**config.mk**
```make
export PLATFORM = sky130hd
export DESIGN_NAME = executeStage
export DESIGN_NICKNAME = d
export VERILOG_FILES = /design/src/source/cpuPkg.sv /design/src/source/executeStage.sv
export SDC_FILE = /design/constraint.sdc
export NUM_CORES = 1
export LEC_CHECK = 0
export ABC_CLOCK_PERIOD_IN_PS = 5600
export BUFFER_PORTS_ARGS = -buffer_cell sky130_fd_sc_hd__buf_2
export CAP_MARGIN = 15
export CORE_MARGIN = 2
export CORE_UTILIZATION = 50
export DETAILED_ROUTE_END_ITERATION = 8
export PLACE_DENSITY = 0.74
export RECOVER_POWER = 50
export SLEW_MARGIN = 20
export SYNTH_ARGS = -nofsm -noshare
export SYNTH_HDL_FRONTEND = slang
export SYNTH_SLANG_ARGS = --single-unit
```
**constraint.sdc**
```tcl
create_clock -name i_clk -period 5.6 [get_ports i_clk]
set_input_delay 0 -clock i_clk [delete_from_list [all_inputs] [get_ports i_clk]]
set_output_delay 0 -clock i_clk [all_outputs]
set_load 0.01 [all_outputs]
```
**src/source/cpuPkg.sv**
```systemverilog
package cpuPkg;

    // Datapath and storage sizes
    localparam int DATA_BITS      = 32;
    localparam int REG_ADDR_BITS  = 5;
    localparam int REG_COUNT      = 2 ** REG_ADDR_BITS;
    localparam int IMM_BITS       = 16;
    localparam int JUMP_BITS      = 26;
    localparam int IMEM_ADDR_BITS = 8;
    localparam int IMEM_WORDS     = 2 ** IMEM_ADDR_BITS;
    localparam int DMEM_ADDR_BITS = 8;
    localparam int DMEM_WORDS     = 2 ** DMEM_ADDR_BITS;

    // Instruction field positions
    localparam int OPCODE_BITS = 6;
    localparam int FUNCT_BITS  = 6;
    localparam int OPCODE_LSB  = 26;
    localparam int RS_LSB      = 21;
    localparam int RT_LSB      = 16;
    localparam int RD_LSB      = 11;
    localparam int FUNCT_LSB   = 0;

    // sll $0, $0, 0
    localparam logic [DATA_BITS-1:0] NOP_INSTR = '0;

    typedef enum logic [OPCODE_BITS-1:0] {
        OP_RTYPE = 6'h00,
        OP_J     = 6'h02,
        OP_BEQ   = 6'h04,
        OP_ADDI  = 6'h08,
        OP_SLTI  = 6'h0A,
        OP_ANDI  = 6'h0C,
        OP_ORI   = 6'h0D,
        OP_LW    = 6'h23,
        OP_SW    = 6'h2B
    } opcodeT;

    typedef enum logic [FUNCT_BITS-1:0] {
        FN_ADD = 6'h20,
        FN_SUB = 6'h22,
        FN_AND = 6'h24,
        FN_OR  = 6'h25,
        FN_SLT = 6'h2A
    } functT;

    // ALU category chosen in decode
    typedef enum logic [1:0] {
        ALUOP_MEMADD = 2'b00,
        ALUOP_BRSUB  = 2'b01,
        ALUOP_RFUNCT = 2'b10,
        ALUOP_IMMOP  = 2'b11
    } aluOpT;

    typedef enum logic [3:0] {
        ALU_AND = 4'b0000,
        ALU_OR  = 4'b0001,
        ALU_ADD = 4'b0010,
        ALU_SUB = 4'b0110,
        ALU_SLT = 4'b0111
    } aluCtrlT;

endpackage

```
**src/source/executeStage.sv**
```systemverilog
`timescale 1ns/100ps

module executeStage (
    input  logic                               i_clk,
    input  logic                               i_rst,
    input  logic [cpuPkg::DATA_BITS-1:0]       i_idexPc4,
    input  logic [cpuPkg::DATA_BITS-1:0]       i_idexRs,
    input  logic [cpuPkg::DATA_BITS-1:0]       i_idexRt,
    input  logic [cpuPkg::DATA_BITS-1:0]       i_idexImm,
    input  logic [cpuPkg::REG_ADDR_BITS-1:0]   i_idexRtIdx,
    input  logic [cpuPkg::REG_ADDR_BITS-1:0]   i_idexRdIdx,
    input  logic [cpuPkg::FUNCT_BITS-1:0]      i_idexFunct,
    input  logic [cpuPkg::OPCODE_BITS-1:0]     i_idexOpcode,
    input  logic                               i_idexAluSrc,
    input  cpuPkg::aluOpT                      i_idexAluOp,
    input  logic                               i_idexRegDst,
    input  logic                               i_idexBranch,
    input  logic                               i_idexMemRead,
    input  logic                               i_idexMemWrite,
    input  logic                               i_idexMemToReg,
    input  logic                               i_idexRegWrite,
    output logic [cpuPkg::DATA_BITS-1:0]       o_exmemAlu,
    output logic                               o_exmemZero,
    output logic [cpuPkg::DATA_BITS-1:0]       o_exmemRtData,
    output logic [cpuPkg::REG_ADDR_BITS-1:0]   o_exmemDest,
    output logic [cpuPkg::DATA_BITS-1:0]       o_exmemBranchTarget,
    output logic                               o_exmemBranch,
    output logic                               o_exmemMemRead,
    output logic                               o_exmemMemWrite,
    output logic                               o_exmemMemToReg,
    output logic                               o_exmemRegWrite
);

    cpuPkg::functT                 funct;
    cpuPkg::opcodeT                opcode;
    cpuPkg::aluCtrlT               aluCtrl;
    logic [cpuPkg::DATA_BITS-1:0]  operandB;
    logic [cpuPkg::DATA_BITS-1:0]  aluResult;

    assign funct  = cpuPkg::functT'(i_idexFunct);
    assign opcode = cpuPkg::opcodeT'(i_idexOpcode);

    ////////////////////////////////////////
    // ALU control
    always_comb begin
        aluCtrl = cpuPkg::ALU_ADD;
        case (i_idexAluOp)
            cpuPkg::ALUOP_BRSUB: aluCtrl = cpuPkg::ALU_SUB;
            cpuPkg::ALUOP_RFUNCT: begin
                case (funct)
                    cpuPkg::FN_SUB: aluCtrl = cpuPkg::ALU_SUB;
                    cpuPkg::FN_AND: aluCtrl = cpuPkg::ALU_AND;
                    cpuPkg::FN_OR:  aluCtrl = cpuPkg::ALU_OR;
                    cpuPkg::FN_SLT: aluCtrl = cpuPkg::ALU_SLT;
                    default:        aluCtrl = cpuPkg::ALU_ADD;
                endcase
            end
            // Immediate forms follow the opcode
            cpuPkg::ALUOP_IMMOP: begin
                case (opcode)
                    cpuPkg::OP_SLTI: aluCtrl = cpuPkg::ALU_SLT;
                    cpuPkg::OP_ANDI: aluCtrl = cpuPkg::ALU_AND;
                    cpuPkg::OP_ORI:  aluCtrl = cpuPkg::ALU_OR;
                    default:         aluCtrl = cpuPkg::ALU_ADD;
                endcase
            end
            default: aluCtrl = cpuPkg::ALU_ADD;
        endcase
    end

    assign operandB = i_idexAluSrc ? i_idexImm : i_idexRt;

    always_comb begin
        case (aluCtrl)
            cpuPkg::ALU_AND: aluResult = i_idexRs & operandB;
            cpuPkg::ALU_OR:  aluResult = i_idexRs | operandB;
            cpuPkg::ALU_SUB: aluResult = i_idexRs - operandB;
            // Signed compare
            cpuPkg::ALU_SLT: aluResult = {{(cpuPkg::DATA_BITS-1){1'b0}},
                                          $signed(i_idexRs) < $signed(operandB)};
            default:         aluResult = i_idexRs + operandB;
        endcase
    end

    ////////////////////////////////////////
    // EX/MEM register
    always_ff @(posedge i_clk) begin
        if (i_rst) begin
            o_exmemBranch   <= 1'b0;
            o_exmemMemRead  <= 1'b0;
            o_exmemMemWrite <= 1'b0;
            o_exmemMemToReg <= 1'b0;
            o_exmemRegWrite <= 1'b0;
        end else begin
            o_exmemBranch   <= i_idexBranch;
            o_exmemMemRead  <= i_idexMemRead;
            o_exmemMemWrite <= i_idexMemWrite;
            o_exmemMemToReg <= i_idexMemToReg;
            o_exmemRegWrite <= i_idexRegWrite;
        end
    end

    always_ff @(posedge i_clk) begin
        o_exmemAlu          <= aluResult;
        o_exmemZero         <= (aluResult == '0);
        o_exmemRtData       <= i_idexRt;
        o_exmemDest         <= i_idexRegDst ? i_idexRdIdx : i_idexRtIdx;
        o_exmemBranchTarget <= i_idexPc4 + {i_idexImm[cpuPkg::DATA_BITS-3:0], 2'b00};
    end

endmodule

```
; Word-level counts from Yosys, hierarchy flattened
; Index checks and enable logic that the tools add are counted.
[classes]
add_sub_neg = 3
n_mul = 0
div_mod_pow = 0
order_cmp = 1
n_eq_ne = 13
shifts = 0
n_mux = 6
n_bitwise = 2
reduce_logical = 2
[op_table]
columns = operator, count
row1 = 32-bit case mux with 4 select lines, 1
row2 = 32-bit adder, 2
row3 = 32-bit bitwise AND, 1
row4 = 32-bit zero test, 1
row5 = 32-bit < comparator, 1
row6 = 32-bit two-way mux, 1
row7 = 32-bit OR, 1
row8 = 32-bit subtractor, 1
row9 = "6-bit equality test, second input constant", 4
row10 = "6-bit by 4-bit equality test with 1-bit output, second input constant", 3
row11 = 3-bit case mux with 3 select lines, 2
row12 = 3-bit case mux with 4 select lines, 1
row13 = "4-bit by 3-bit equality test with 1-bit output, second input constant", 2
row14 = 5-bit two-way mux, 1
row15 = "2-bit equality test, second input constant", 2
row16 = "4-bit by 1-bit equality test with 1-bit output, second input constant", 1
row17 = 4-bit zero test, 1
row18 = "2-bit by 1-bit equality test with 1-bit output, second input constant", 1
[totals]
register_bits = 107
latchBits = 0
ramBits = 0
romBits = 0
input_bits = 161
out_inout_bits = 107
wordCells = 37
memories = 0

; Logic depth before layout (Yosys ltp)
[depth]
depth_word = 6
mapped_depth = 18
mapped_depth_nobuf = 16

; Least setup slack after synthesis
; Ideal clock, no wire load.
[synth_path]
path_type = input port to flip-flop
startpoint = in i_idexAluSrc
endpoint = reg o_exmemZero
setup_time_ps = 73
arrival_ps = 3826
required_ps = 5527
path_slack_ps = 1701
path_stages = 16
path_buffers = 2
path_cell_list = clkbuf_1 > buf_1 > mux2i_1 > inv_1 > ha_1 > fa_1 > a211oi_2 > o21ai_2 > a31oi_2 > o21ai_1 > a221o_1 > a22o_1 > or4_4 > nor4_2 > nand4_1 > nor3_2
[synth_between]
elab_chain_len = 4
elab_cells_between_ends = 8
classes_between = 2 x add/sub / 1 x order compare / 2 x mux / 2 x bitwise / 1 x reduce/logical
[synth_rtl]
columns = element, line_no
row1 = "start, declared", executeStage.sv:14  ; input logic i_idexAluSrc,
row2 = 32-bit two-way mux (*), executeStage.sv:71  ; assign operandB = i_idexAluSrc ? i_idexImm : i_idexRt;
row3 = 32-bit adder (tied with other cells), executeStage.sv:81  ; default: aluResult = i_idexRs + operandB;
row4 = 32-bit case mux with 4 select lines (*), executeStage.sv:74  ; case (aluCtrl)
row5 = "net aluResult, one bit", executeStage.sv:38  ; logic [cpuPkg::DATA_BITS-1:0] aluResult;
row6 = 32-bit zero test (*), executeStage.sv:105  ; o_exmemZero <= (aluResult == '0);
row7 = "end signal, assigned", executeStage.sv:105
row8 = "end, declared", executeStage.sv:23  ; output logic o_exmemZero,
; Mark *: on every way through the listed nets, which the timed path passes. The rest lies on a longest branch.
; A chain may end at the register's enable or synchronous reset.

; Final worst setup path
[layout_path]
startpoint = in i_idexRt[1] (netlist name)
endpoint = reg o_exmemZero
[layout_between]
elab_chain_len = 4
elab_cells_between_ends = 8
classes_between = 2 x add/sub / 1 x order compare / 2 x mux / 2 x bitwise / 1 x reduce/logical
[layout_rtl]
columns = element, line_no
row1 = "start, declared", executeStage.sv:8  ; input logic [cpuPkg::DATA_BITS-1:0] i_idexRt,
row2 = 32-bit two-way mux (*), executeStage.sv:71
row3 = 32-bit adder or 32-bit subtractor (tied branches), "executeStage.sv:81, executeStage.sv:77"
row4 = 32-bit case mux with 4 select lines (*), executeStage.sv:74
row5 = "net aluResult, one bit", executeStage.sv:38
row6 = 32-bit zero test (*), executeStage.sv:105
; Marked as above.

==> results.toml <==
[clock_network]
root_buffer = "clkbuf_16"
numCtsBuffers = 9
cts_tree = "done"
ctsHoldBuffers = 61
cts_resized = 0
cts-htree-levels = 3
clk_path_buf_depth = 2
clk_transition_reported_paths_ns = 0.08
clock-sinks = 107
cts_setup_buffers = 0

[timing]
fmax_ghz = 0.247
fin_crit_sh = 0.724
post-route-min-period_ns = 4.05
hold_violations = 0
max_slew_margin = 0.339
finalWorstSetupSlack_ns = 1.55
final.setup.tns_ns = 0
rsz0062_at_grt = "false"
worst_slew_pin_slew_ns = 0.988
setup_viol = 0
report.final.slew_viol_count = 0

[pwr]
p_comb_frac = 0.442
swShare = 0.397
p_int_mw = 1.68
leakagePower_nw = 5.66
power_frac_clock = 0.229
power_density_nw_per_um2 = 236
power.total_mw = 2.79
seq_power_share = 0.329
peakVddDrop_v = 0.000158
switching_power_mw = 1.11

[grt]
grt_usage = 0.293
grt_antenna_before_repair = 0
gr-total-overflow = 0
grt_pass1_vias = 9468
grt_pass1_wl_mm = 47.4
grt_max_degree = 32

[route]
postRouteAntennaNets = 0
drt_pass1_iterations = 6
vias = 10000
drtIter0Drc = 863
drc = 0
vias_per_cell = 5.89
wl_per_cell_um = 18.2
wirelength_mm = 31.0

[floorplan]
die_height_um = 142
initial_core_util = 0.510
ioPinCount = 268
rows = 50
coreArea_um2 = 18800
die_x_um = 142
die_area_um2 = 20300

[finish]
fillers = 1730
syn_to_final_growth_pct = 23.7
register_area_um2 = 2140
design_area_um2 = 11800
fin_nets = 1762
drive_above_1_share = 0.176
multiInputGateArea_um2 = 6790
antenna_cells = 0

[synthesis]
synth_top_area_frac = 0.224
synth_seq_cells = 107
synth_seq_area_share = 0.224
synth_nets = 1457
syn_area_per_cell_um2 = 8.24
yosysUniqueCellTypes = 103
synth_flop_cell = "dfxtp_1"
synth_area_um2 = 9560
ys_warn_count = 0
synth_edf_count = 0
yosys-top-cells-area = "dfxtp_1 22%, ha_1 17%, inv_1 4.4%"
synth_common_cells = "132 x ha_1, 111 x inv_1, 107 x dfxtp_1, 82 x a21oi_1, 80 x nor2_1"
async_flop_share = 0
yosys.area.top_type = "dfxtp_1"
syn-instance-count = 1161
synth_most_common_cell = "ha_1"

[place]
dp_hpwl_mm = 23.7
post-place-ws_ns = 1.31
port_buffers = 267
placedInstanceArea_um2 = 11100
gp_congestion = 1.01

[worst_setup_path]
required_ns = 5.86
end_kind = "register"
critPathMaxFanout = 8
cp.arrival_ns = 4.31
startpoint_type = "input pin"
path_class = "input pin to register"

[run]
cap_violations = 0

[run_status]
status = "finished, final reports clean"

[hold_path]
hp-class = "input pin to register"
through the flow:
| stage | instances | hold slack [ns] | util |
|---|---|---|---|
| floorplan | 1161 | 0.0277 | - |
| finish | 1704 | 0.0113 | 0.630 |
| global route | 1704 | 0.0319 | 0.630 |
| global placement | 1628 | 0.102 | 0.589 |
| CTS | 1704 | 0.00385 | 0.636 |
| detailed placement | 1628 | 0.105 | 0.589 |
layer usage:
layer,vias up,part of all wire,global-route usage
met5,-,0,0
met4,0,0.032,0.110
met2,529,0.46,0.494
met3,77,0.086,0.0528
li1,4836,-,-
met1,4595,0.42,0.374
cells by family (layout without fill, tap and decap cells):
group	after synthesis	count (layout)	synth area share
fa+ha+maj	135	135	0.179
buf+inv	156	465	0.0675
mux	45	45	0.0479
simple gates	305	305	0.167
flops	107	107	0.224
compound gates	373	373	0.278
xor+xnor	40	40	0.0366
worst paths after layout:
kind	from	to	slack (ns)	cells after the start
max	i_idexRt[1]	o_exmemZero	1.55	15
min	i_idexPc4[6]	o_exmemBranchTarget[6]	0.01	3
state kept, by name, indices dropped and copies added, names as in the netlist, 5 cells and up:
register / cells
o_exmemAlu: 32
o_exmemBranchTarget: 32
o_exmemRtData: 32
o_exmemDest: 5
area by class of cell:
class,count,area share
clock inverter,6,0.00434
multi-input combinational,898,0.574
tap,234,0.0247
timing repair buffer,338,0.161
clock buffer,9,0.0190
sequential,107,0.181
inverter,112,0.0355
power by group through the flow:
| stage | combinational (mW) | clock (mW) | sequential, mW |
|---|---|---|---|
| 2_1_floorplan | 0.723 | 0 | 0.997 |
| 3_3_place_gp | 1.18 | 0 | 0.932 |
| 3_5_place_dp | 1.19 | 0 | 0.931 |
| 4_1_cts | 1.23 | 0.646 | 0.914 |
| 5_1_grt | 1.34 | 0.672 | 0.929 |
| 6_report | 1.23 | 0.638 | 0.918 |
worst max-delay path, stage by stage:
cell and delay (ns):
dlygate4sd3_1 0.53, clkbuf_1 0.11, mux2i_1 0.36, ha_1 0.34, nor2_1 0.18, o221ai_2 0.16
a311oi_1 0.66, o31ai_4 0.22, o31ai_1 0.51, a21oi_1 0.16, xnor2_1 0.15, o21ai_0 0.62
nor4_2 0.14, nand4_1 0.12, nor3_2 0.04
cells in the final DEF, fill, tap and decap left out, drive strengths merged, types with 7 or more instances in the layout:
master,netlist,layout
buf,27,187
ha,132,132
inv,112,114
dfxtp,107,107
clkbuf,16,99
a21oi,82,82
nor2,81,81
nand2,66,66
o21ai,65,65
dlygate4sd3,0,61
mux2i,39,39
a21o,33,33
xnor2,30,30
nand3,24,24
nor3,23,23
o211ai,20,20
a211oi,19,19
nor2b,16,16
o21bai,16,16
nand2b,16,16
a31oi,16,16
and3,13,13
nor4,13,13
o31ai,13,13
a221oi,12,12
xor2,10,10
o21a,9,9
o22ai,8,8
a211o,8,8
or3,7,7
nand4,7,7
or2,7,7
o221ai,7,7
(Power assumes the default switching activity.)
