**config.mk**
```make
export PLATFORM = sky130hd
export DESIGN_NAME = decodeStage
export DESIGN_NICKNAME = d
export VERILOG_FILES = /design/src/source/cpuPkg.sv /design/src/source/regFile.sv /design/src/source/decodeStage.sv
export SDC_FILE = /design/constraint.sdc
export NUM_CORES = 2
export LEC_CHECK = 0
export ABC_CLOCK_PERIOD_IN_PS = 3500
export BUFFER_PORTS_ARGS = -buffer_cell sky130_fd_sc_hd__buf_2
export CAP_MARGIN = 20
export CORE_UTILIZATION = 55
export CTS_CLUSTER_DIAMETER = 60
export CTS_CLUSTER_SIZE = 10
export DETAILED_ROUTE_END_ITERATION = 12
export PLACE_DENSITY = 0.73
export SYNTH_ARGS = -nofsm -noshare
export SYNTH_HDL_FRONTEND = slang
export SYNTH_SLANG_ARGS = --single-unit
```
**constraint.sdc**
```tcl
create_clock -name i_clk -period 3.5 [get_ports i_clk]
set_input_delay 0.875 -clock i_clk [delete_from_list [all_inputs] [get_ports i_clk]]
set_output_delay 0.875 -clock i_clk [all_outputs]
set_load 0.03 [all_outputs]
```
**src/source/cpuPkg.sv**
```systemverilog
package cpuPkg;

    // Datapath and storage sizes
    localparam int DATA_BITS      = 32;
    localparam int REG_ADDR_BITS  = 5;
    localparam int REG_COUNT      = 2 ** REG_ADDR_BITS;
    localparam int IMM_BITS       = 16;
    localparam int JUMP_BITS      = 26;
    localparam int IMEM_ADDR_BITS = 8;
    localparam int IMEM_WORDS     = 2 ** IMEM_ADDR_BITS;
    localparam int DMEM_ADDR_BITS = 8;
    localparam int DMEM_WORDS     = 2 ** DMEM_ADDR_BITS;

    // Instruction field positions
    localparam int OPCODE_BITS = 6;
    localparam int FUNCT_BITS  = 6;
    localparam int OPCODE_LSB  = 26;
    localparam int RS_LSB      = 21;
    localparam int RT_LSB      = 16;
    localparam int RD_LSB      = 11;
    localparam int FUNCT_LSB   = 0;

    // sll $0, $0, 0
    localparam logic [DATA_BITS-1:0] NOP_INSTR = '0;

    typedef enum logic [OPCODE_BITS-1:0] {
        OP_RTYPE = 6'h00,
        OP_J     = 6'h02,
        OP_BEQ   = 6'h04,
        OP_ADDI  = 6'h08,
        OP_SLTI  = 6'h0A,
        OP_ANDI  = 6'h0C,
        OP_ORI   = 6'h0D,
        OP_LW    = 6'h23,
        OP_SW    = 6'h2B
    } opcodeT;

    typedef enum logic [FUNCT_BITS-1:0] {
        FN_ADD = 6'h20,
        FN_SUB = 6'h22,
        FN_AND = 6'h24,
        FN_OR  = 6'h25,
        FN_SLT = 6'h2A
    } functT;

    // ALU category chosen in decode
    typedef enum logic [1:0] {
        ALUOP_MEMADD = 2'b00,
        ALUOP_BRSUB  = 2'b01,
        ALUOP_RFUNCT = 2'b10,
        ALUOP_IMMOP  = 2'b11
    } aluOpT;

    typedef enum logic [3:0] {
        ALU_AND = 4'b0000,
        ALU_OR  = 4'b0001,
        ALU_ADD = 4'b0010,
        ALU_SUB = 4'b0110,
        ALU_SLT = 4'b0111
    } aluCtrlT;

endpackage

```
**src/source/regFile.sv**
```systemverilog
`timescale 1ns/100ps

module regFile (
    input  logic                               i_clk,
    input  logic                               i_rst,
    input  logic [cpuPkg::REG_ADDR_BITS-1:0]   i_rsAddr,
    input  logic [cpuPkg::REG_ADDR_BITS-1:0]   i_rtAddr,
    input  logic                               i_wrEn,
    input  logic [cpuPkg::REG_ADDR_BITS-1:0]   i_wrAddr,
    input  logic [cpuPkg::DATA_BITS-1:0]       i_wrData,
    output logic [cpuPkg::DATA_BITS-1:0]       o_rsData,
    output logic [cpuPkg::DATA_BITS-1:0]       o_rtData
);

    logic [cpuPkg::DATA_BITS-1:0] regs [cpuPkg::REG_COUNT];

    always_ff @(posedge i_clk) begin
        if (i_rst) begin
            for (int i = 0; i < cpuPkg::REG_COUNT; i++) begin
                regs[i] <= '0;
            end
        end else if (i_wrEn && i_wrAddr != '0) begin
            regs[i_wrAddr] <= i_wrData;
        end
    end

    // Writeback data visible to decode in the same cycle
    assign o_rsData = (i_rsAddr == '0) ? '0 :
                      (i_wrEn && i_wrAddr == i_rsAddr) ? i_wrData : regs[i_rsAddr];
    assign o_rtData = (i_rtAddr == '0) ? '0 :
                      (i_wrEn && i_wrAddr == i_rtAddr) ? i_wrData : regs[i_rtAddr];

endmodule

```
**src/source/decodeStage.sv**
```systemverilog
`timescale 1ns/100ps

module decodeStage (
    input  logic                               i_clk,
    input  logic                               i_rst,
    input  logic [cpuPkg::DATA_BITS-1:0]       i_ifidInstr,
    input  logic [cpuPkg::DATA_BITS-1:0]       i_ifidPc4,
    input  logic                               i_wbEn,
    input  logic [cpuPkg::REG_ADDR_BITS-1:0]   i_wbReg,
    input  logic [cpuPkg::DATA_BITS-1:0]       i_wbData,
    output logic                               o_jumpTaken,
    output logic [cpuPkg::DATA_BITS-1:0]       o_jumpTarget,
    output logic [cpuPkg::DATA_BITS-1:0]       o_idexPc4,
    output logic [cpuPkg::DATA_BITS-1:0]       o_idexRs,
    output logic [cpuPkg::DATA_BITS-1:0]       o_idexRt,
    output logic [cpuPkg::DATA_BITS-1:0]       o_idexImm,
    output logic [cpuPkg::REG_ADDR_BITS-1:0]   o_idexRtIdx,
    output logic [cpuPkg::REG_ADDR_BITS-1:0]   o_idexRdIdx,
    output logic [cpuPkg::FUNCT_BITS-1:0]      o_idexFunct,
    output logic [cpuPkg::OPCODE_BITS-1:0]     o_idexOpcode,
    output logic                               o_idexAluSrc,
    output cpuPkg::aluOpT                      o_idexAluOp,
    output logic                               o_idexRegDst,
    output logic                               o_idexBranch,
    output logic                               o_idexMemRead,
    output logic                               o_idexMemWrite,
    output logic                               o_idexMemToReg,
    output logic                               o_idexRegWrite
);

    cpuPkg::opcodeT                      opcode;
    cpuPkg::aluOpT                       aluOp;
    logic [cpuPkg::REG_ADDR_BITS-1:0]    rsIdx;
    logic [cpuPkg::REG_ADDR_BITS-1:0]    rtIdx;
    logic [cpuPkg::IMM_BITS-1:0]         imm16;
    logic [cpuPkg::DATA_BITS-1:0]        immExt;
    logic [cpuPkg::DATA_BITS-1:0]        rsData;
    logic [cpuPkg::DATA_BITS-1:0]        rtData;
    logic aluSrc;
    logic regDst;
    logic branch;
    logic memRead;
    logic memWrite;
    logic memToReg;
    logic regWrite;
    logic zeroExt;

    assign opcode = cpuPkg::opcodeT'(i_ifidInstr[cpuPkg::OPCODE_LSB +: cpuPkg::OPCODE_BITS]);
    assign rsIdx  = i_ifidInstr[cpuPkg::RS_LSB +: cpuPkg::REG_ADDR_BITS];
    assign rtIdx  = i_ifidInstr[cpuPkg::RT_LSB +: cpuPkg::REG_ADDR_BITS];
    assign imm16  = i_ifidInstr[cpuPkg::IMM_BITS-1:0];

    ////////////////////////////////////////
    // Main control
    always_comb begin
        aluSrc      = 1'b0;
        aluOp       = cpuPkg::ALUOP_MEMADD;
        regDst      = 1'b0;
        branch      = 1'b0;
        memRead     = 1'b0;
        memWrite    = 1'b0;
        memToReg    = 1'b0;
        regWrite    = 1'b0;
        zeroExt     = 1'b0;
        o_jumpTaken = 1'b0;
        case (opcode)
            cpuPkg::OP_RTYPE: begin
                regDst   = 1'b1;
                regWrite = 1'b1;
                aluOp    = cpuPkg::ALUOP_RFUNCT;
            end
            cpuPkg::OP_ADDI, cpuPkg::OP_SLTI: begin
                aluSrc   = 1'b1;
                regWrite = 1'b1;
                aluOp    = cpuPkg::ALUOP_IMMOP;
            end
            // Logical immediates take zero extension
            cpuPkg::OP_ANDI, cpuPkg::OP_ORI: begin
                aluSrc   = 1'b1;
                regWrite = 1'b1;
                zeroExt  = 1'b1;
                aluOp    = cpuPkg::ALUOP_IMMOP;
            end
            cpuPkg::OP_LW: begin
                aluSrc   = 1'b1;
                memRead  = 1'b1;
                memToReg = 1'b1;
                regWrite = 1'b1;
            end
            cpuPkg::OP_SW: begin
                aluSrc   = 1'b1;
                memWrite = 1'b1;
            end
            cpuPkg::OP_BEQ: begin
                branch = 1'b1;
                aluOp  = cpuPkg::ALUOP_BRSUB;
            end
            cpuPkg::OP_J: o_jumpTaken = 1'b1;
            default: ;
        endcase
    end

    assign immExt = zeroExt ? {{(cpuPkg::DATA_BITS-cpuPkg::IMM_BITS){1'b0}}, imm16}
                            : {{(cpuPkg::DATA_BITS-cpuPkg::IMM_BITS){imm16[cpuPkg::IMM_BITS-1]}},
                               imm16};

    // Upper PC+4 bits with the word index
    assign o_jumpTarget = {i_ifidPc4[cpuPkg::DATA_BITS-1:cpuPkg::JUMP_BITS+2],
                           i_ifidInstr[cpuPkg::JUMP_BITS-1:0], 2'b00};

    regFile u_regFile (
        .i_clk    (i_clk),
        .i_rst    (i_rst),
        .i_rsAddr (rsIdx),
        .i_rtAddr (rtIdx),
        .i_wrEn   (i_wbEn),
        .i_wrAddr (i_wbReg),
        .i_wrData (i_wbData),
        .o_rsData (rsData),
        .o_rtData (rtData)
    );

    ////////////////////////////////////////
    // ID/EX register
    always_ff @(posedge i_clk) begin
        if (i_rst) begin
            o_idexAluSrc   <= 1'b0;
            o_idexAluOp    <= cpuPkg::ALUOP_MEMADD;
            o_idexRegDst   <= 1'b0;
            o_idexBranch   <= 1'b0;
            o_idexMemRead  <= 1'b0;
            o_idexMemWrite <= 1'b0;
            o_idexMemToReg <= 1'b0;
            o_idexRegWrite <= 1'b0;
        end else begin
            o_idexAluSrc   <= aluSrc;
            o_idexAluOp    <= aluOp;
            o_idexRegDst   <= regDst;
            o_idexBranch   <= branch;
            o_idexMemRead  <= memRead;
            o_idexMemWrite <= memWrite;
            o_idexMemToReg <= memToReg;
            o_idexRegWrite <= regWrite;
        end
    end

    always_ff @(posedge i_clk) begin
        o_idexPc4    <= i_ifidPc4;
        o_idexRs     <= rsData;
        o_idexRt     <= rtData;
        o_idexImm    <= immExt;
        o_idexRtIdx  <= rtIdx;
        o_idexRdIdx  <= i_ifidInstr[cpuPkg::RD_LSB +: cpuPkg::REG_ADDR_BITS];
        o_idexFunct  <= i_ifidInstr[cpuPkg::FUNCT_LSB +: cpuPkg::FUNCT_BITS];
        o_idexOpcode <= opcode;
    end

endmodule

```
* After elaboration in Yosys (flattened, before gate mapping)
Memory sizes are Yosys's and may differ from the RTL's. Cells that the tools add are included. W data, S select, Z words.
Word-level totals: memories kept 1, input bits 104, output and inout port bits 192, word-level logic and storage cells 58, flip-flop bits (word level) 143, memory bits (writable) 1024
Memory list:
- u_regFile.regs | words 32, width 32, read ports 2, clocked after Yosys merged registers in 0, write ports 32, line regFile.sv:15 | logic [cpuPkg::DATA_BITS-1:0] regs [cpuPkg::REG_COUNT];
Cells by class: reduce and logical (&&, ||, !) cells 12, eq/ne operators 10, multiplexer cells 19
Operator list (count):
- $mux W32 | 3
- $reduce_or A32 Y1 | 1
- $eq A6 B4 Y1 const B | 4
- $mux W1 | 14
- $eq A6 B6 Y1 const B | 2
- $reduce_or A6 Y1 | 2
- $eq A5 B5 Y1 | 2
- $logic_not A5 Y1 | 2
- $eq A6 B2 Y1 const B | 1
- $eq A6 B3 Y1 const B | 1
- $logic_not A6 Y1 | 1
- $pmux W2 S3 | 1
- $mux W5 | 1
- $reduce_bool A5 Y1 | 1
- $reduce_or A4 Y1 | 1
- $logic_and A1 B1 Y1 | 3
- $reduce_or A2 Y1 | 1

* Longest topological paths before layout
word-level depth 7, depth in mapped cells 9, mapped depth without buffers 5

* By module
Synthesis repeated with hierarchy kept, for this count alone.
Unflattened totals: cell total of the unflattened synthesis 4019, area, all modules 58295.9 um^2
Modules (own cells, without submodules):
- regFile | area an instance 55061.6 um^2, seq. area each 30749.5 um^2, times used 1, cells an instance 3802
- decodeStage | area an instance 3234.4 um^2, seq. area each 2642.5 um^2, times used 1, cells an instance 217

* Worst setup path before layout
No wires, ideal clock.
kind input -> register, start input i_wbReg[3] (netlist bit), end memory u_regFile.regs[6][0] (netlist bit), enable pin, data arrival time 2.396 ns, buffers on the path 1, slack 0.729 ns, library setup time 0.375 ns, stages 4, path through buf_2 or4b_4 nor3b_2 or2_2
RTL lines:
- start, declared | line decodeStage.sv:9 | input logic [cpuPkg::REG_ADDR_BITS-1:0] i_wbReg,
- end, declared | line regFile.sv:15

* Final worst setup path
start input i_ifidInstr[24] (netlist bit), end output o_jumpTarget[26] (netlist bit)
RTL lines:
- start, declared | line decodeStage.sv:6 | input logic [cpuPkg::DATA_BITS-1:0] i_ifidInstr,
- end, declared | line decodeStage.sv:12 | output logic [cpuPkg::DATA_BITS-1:0] o_jumpTarget,
No word-level cell between the ends.

==> metrics.md <==
| Metric | Value |
|---|---|
| Num rows | 118 |
| Critical-path top delay cell | buf_4 |
| Post-CTS Hold Buffers | 0 |
| Synth async-reset ratio | 0 |
| Initial Util | 0.558 |
| Cell Pwr Density | 515 mW/mm^2 |
| CTS clock-pin slew for the worst setup and hold paths | 60 ps |
| Synth Cell Area | 0.0580 mm^2 |
| Drt via density | 6.77 |
| Clock power share | 0.393 |
| Synth area leader | edfxtp_1 |
| Worst VDD drop | 0.474 mV |
| Synth warnings | 0 |
| Synthesized area per cell | 15.4 um^2 |
| CTS tree | yes |
| Crit path max fanout | 18 |
| Share of layout cells above drive strength 1 | 0.323 |
| Grt ovf | 0 |
| DR iter-0 viols | 5412 |
| Sw Ratio | 0.253 |
| Power Total | 33.9 mW |
| Die X | 327 um |
| Synthesized instance count | 3768 |
| Worst-skew pair later-pin latency | 750 ps |
| Top FF cell, synth | edfxtp_1 |
| Top Layer Used | met5 |
| RSZ-0062 raised after global routing | no |
| Placed cell area | 0.0617 mm^2 |
| Max-cap violations | 0 |
| Post-synth top area share | 0.530 |
| Initial antenna violation count | 16 |
| Internal power | 25.3 mW |
| Sequential share of power | 0.481 |
| Post_cts resized | 0 |
| Wire length on met1 | 63.8 mm |
| Crit path largest cell delay | 400 ps |
| Vias | 37100 |
| Die Y | 327 um |
| Clk root buf | clkbuf_16 |
| Worst EP arrival | 1950 ps |
| Worst Tran Pin Value | 811 ps |
| Top Family by Delay on Critical Path | buffers and inverters |
| DR DRC count | 0 |
| Leak | 23.2 nW |
| Max-slew headroom at the worst pin | 0.454 |
| Critical path buffers and inverters | 3 |
| #FFs+latches synth | 1156 |
| Final Max Tran Viols | 0 |
| CTS Buffer Depth | 3 |
| Fin crit period | 2830 ps |
| Netlist cell types | 45 |
| Critical-path cell list | buf_4, buf_4, buf_2 |
| Final net count | 4102 |
| Setup TNS | 0 ps |
| Complex-gate fraction of the synthesized area | 0.0412 |
| Iteration count of the initial detailed-routing pass | 8 |
| Post-CTS Setup Inserts | 0 |
| Endpoints failing hold | 0 |
| Post-Synth Adder-Cell Area | 0 |
| ANT nets after route | 0 |
| Final core occ | 0.632 |
| Design Area, Final | 0.0658 mm^2 |
| Psw | 8.57 mW |
| Vias in the first global route | 37200 |
| Final Cycle Share | 0.808 |
| Capturing element type of the critical path | output port |
| Sequential area share after synthesis | 0.575 |
| CP Class | input pin to output port |
| Endpoints failing setup | 0 |
| Global Route Usage Sum | 0.341 |
| WL final | 182 mm |
| Achievable Freq | 354 MHz |
| Largest family of logic cells by synthesized area | multiplexers |
| CTS Buf Count | 138 |
| Simple-gate share of the synthesized area | 0.122 |
| Status | completed |
| Synth top area cells | edfxtp_1 53%, mux4_2 20%, and2_1 11% |
| Die area | 0.107 mm^2 |
| Clock skew | 30.8 ps |
| Worst setup SP type | input pin |
| Post-synthesis mux area share | 0.222 |
| XOR/XNOR Fraction of Synth Area | 0.00151 |
| Pin count of the biggest net entering global routing | 51 |
| H-Tree Depth | 4 |
| Hpwl dp | 110 mm |
| Metal2 WL | 82.8 mm |
| I/O pins | 296 |
| Synth-to-Final Area Change | 13.3% |
| Worst Hold Class | input pin to flop |
| Metal3 WL | 25.6 mm |
| Core ar. | 0.104 mm^2 |
| First-pass GRT wire length | 257 mm |
| CP most frequent cell | buf_4 |
| Post-synth EDFFs | 1024 |
| Worst endpoint required time | 2620 ps |
| Routability congestion estimate | 0.904 |
| Clock sink total | 1156 |
| Combinational fraction of design power | 0.126 |
| # port buffers | 293 |
| Drt wl/cell | 33.3 um |
==> synthesized netlist by cell type (3+ instances only) <==
library cell / n
edfxtp_1: 1024
and2_1: 994
mux4_2: 511
clkbuf_1: 291
dfxtp_1: 132
o22ai_1: 127
buf_4: 81
nand2_1: 73
mux2i_1: 67
mux2_2: 64
o211ai_1: 64
o2111a_1: 63
o21ai_0: 63
buf_2: 57
nor2_1: 38
or2_2: 32
buf_1: 15
buf_6: 11
xor2_1: 8
nand2b_1: 5
nand3b_1: 5
a21oi_1: 4
nand3_1: 4
nor3_1: 4
inv_1: 3
==> metrics by stage <==
step | setup slack, ps | instances | hold WS [ps]
3_5_place_dp | 241 | 5238 | 965
4_1_cts | 709 | 5482 | 182
3_3_place_gp | 246 | 5238 | 947
2_1_floorplan | 729 | 3801 | 867
6_report | 673 | 5487 | 226
5_1_grt | 697 | 5485 | 203
==> logic make-up after synthesis <==
| logic type | Yosys count |
|---|---|
| buf+inv | 458 |
| other cells | 1 |
| compound gates | 330 |
| mux | 642 |
| xor+xnor | 10 |
| flops | 1156 |
| simple gates | 1171 |
==> worst paths after layout <==
path / startpoint / endpoint / slack [ps] / depth (start not counted)
max: i_ifidInstr[24] / o_jumpTarget[26] / 670 / 3
min: i_ifidPc4[0] / o_idexPc4[0]$_DFF_P_ / 230 / 1
max reg2reg: u_regFile.regs[31][1]$_SDFFCE_PN0P_ / o_idexRt[1]$_SDFF_PN0_ / 1390 / 5
min reg2reg: u_regFile.regs[15][30]$_SDFFCE_PN0P_ / o_idexRt[30]$_SDFF_PN0_ / 990 / 4
==> sequential cells by signal, indices dropped and copies added, names as in the netlist <==
signal,count
o_idexRdIdx,5
o_idexRtIdx,5
u_regFile.regs,1024
o_idexRegDst,1
o_idexBranch,1
o_idexOpcode,6
o_idexRs,32
o_idexMemWrite,1
o_idexAluSrc,1
o_idexRt,32
o_idexFunct,5
o_idexAluOp,2
o_idexRegWrite,1
o_idexImm,7
o_idexPc4,32
o_idexMemToReg,1
==> final cells by class <==
class                      instances  area, um^2
fill                            7408       38300
sequential                      1156       33400
multi-input combinational       2187       22700
clock buffer                     226        3960
timing repair buffer             512        3800
tap                             1380        1730
clock inverter                    18         143
antenna                            5        12.5
inverter                           3        11.3
==> cell usage in the layout (no fill, tap or decap), types with 67 or more instances in the layout <==
| cell | count |
|---|---|
| edfxtp_1 | 1024 |
| and2_1 | 994 |
| mux4_2 | 511 |
| buf_2 | 285 |
| buf_4 | 171 |
| clkbuf_16 | 144 |
| dfxtp_1 | 132 |
| o22ai_1 | 127 |
| clkbuf_1 | 77 |
| nand2_1 | 73 |
| mux2i_1 | 67 |
==> metal layers <==
metal / track usage / vias to the layer above
li1: - / 14900
met1: 0.441 / 18800
met2: 0.515 / 2937
met3: 0.112 / 566
met4: 0.183 / 16
met5: 0 / -
==> power by group through the flow <==
stage	clock network, mW	registers, mW	logic [mW]
4_1_cts	13.4	16.3	4.20
3_3_place_gp	0	16.5	4.15
2_1_floorplan	0	16.7	2.40
6_report	13.3	16.3	4.28
3_5_place_dp	0	16.5	4.18
5_1_grt	13.9	16.4	4.40
No activity file was read; power rests on OpenSTA's default activity.
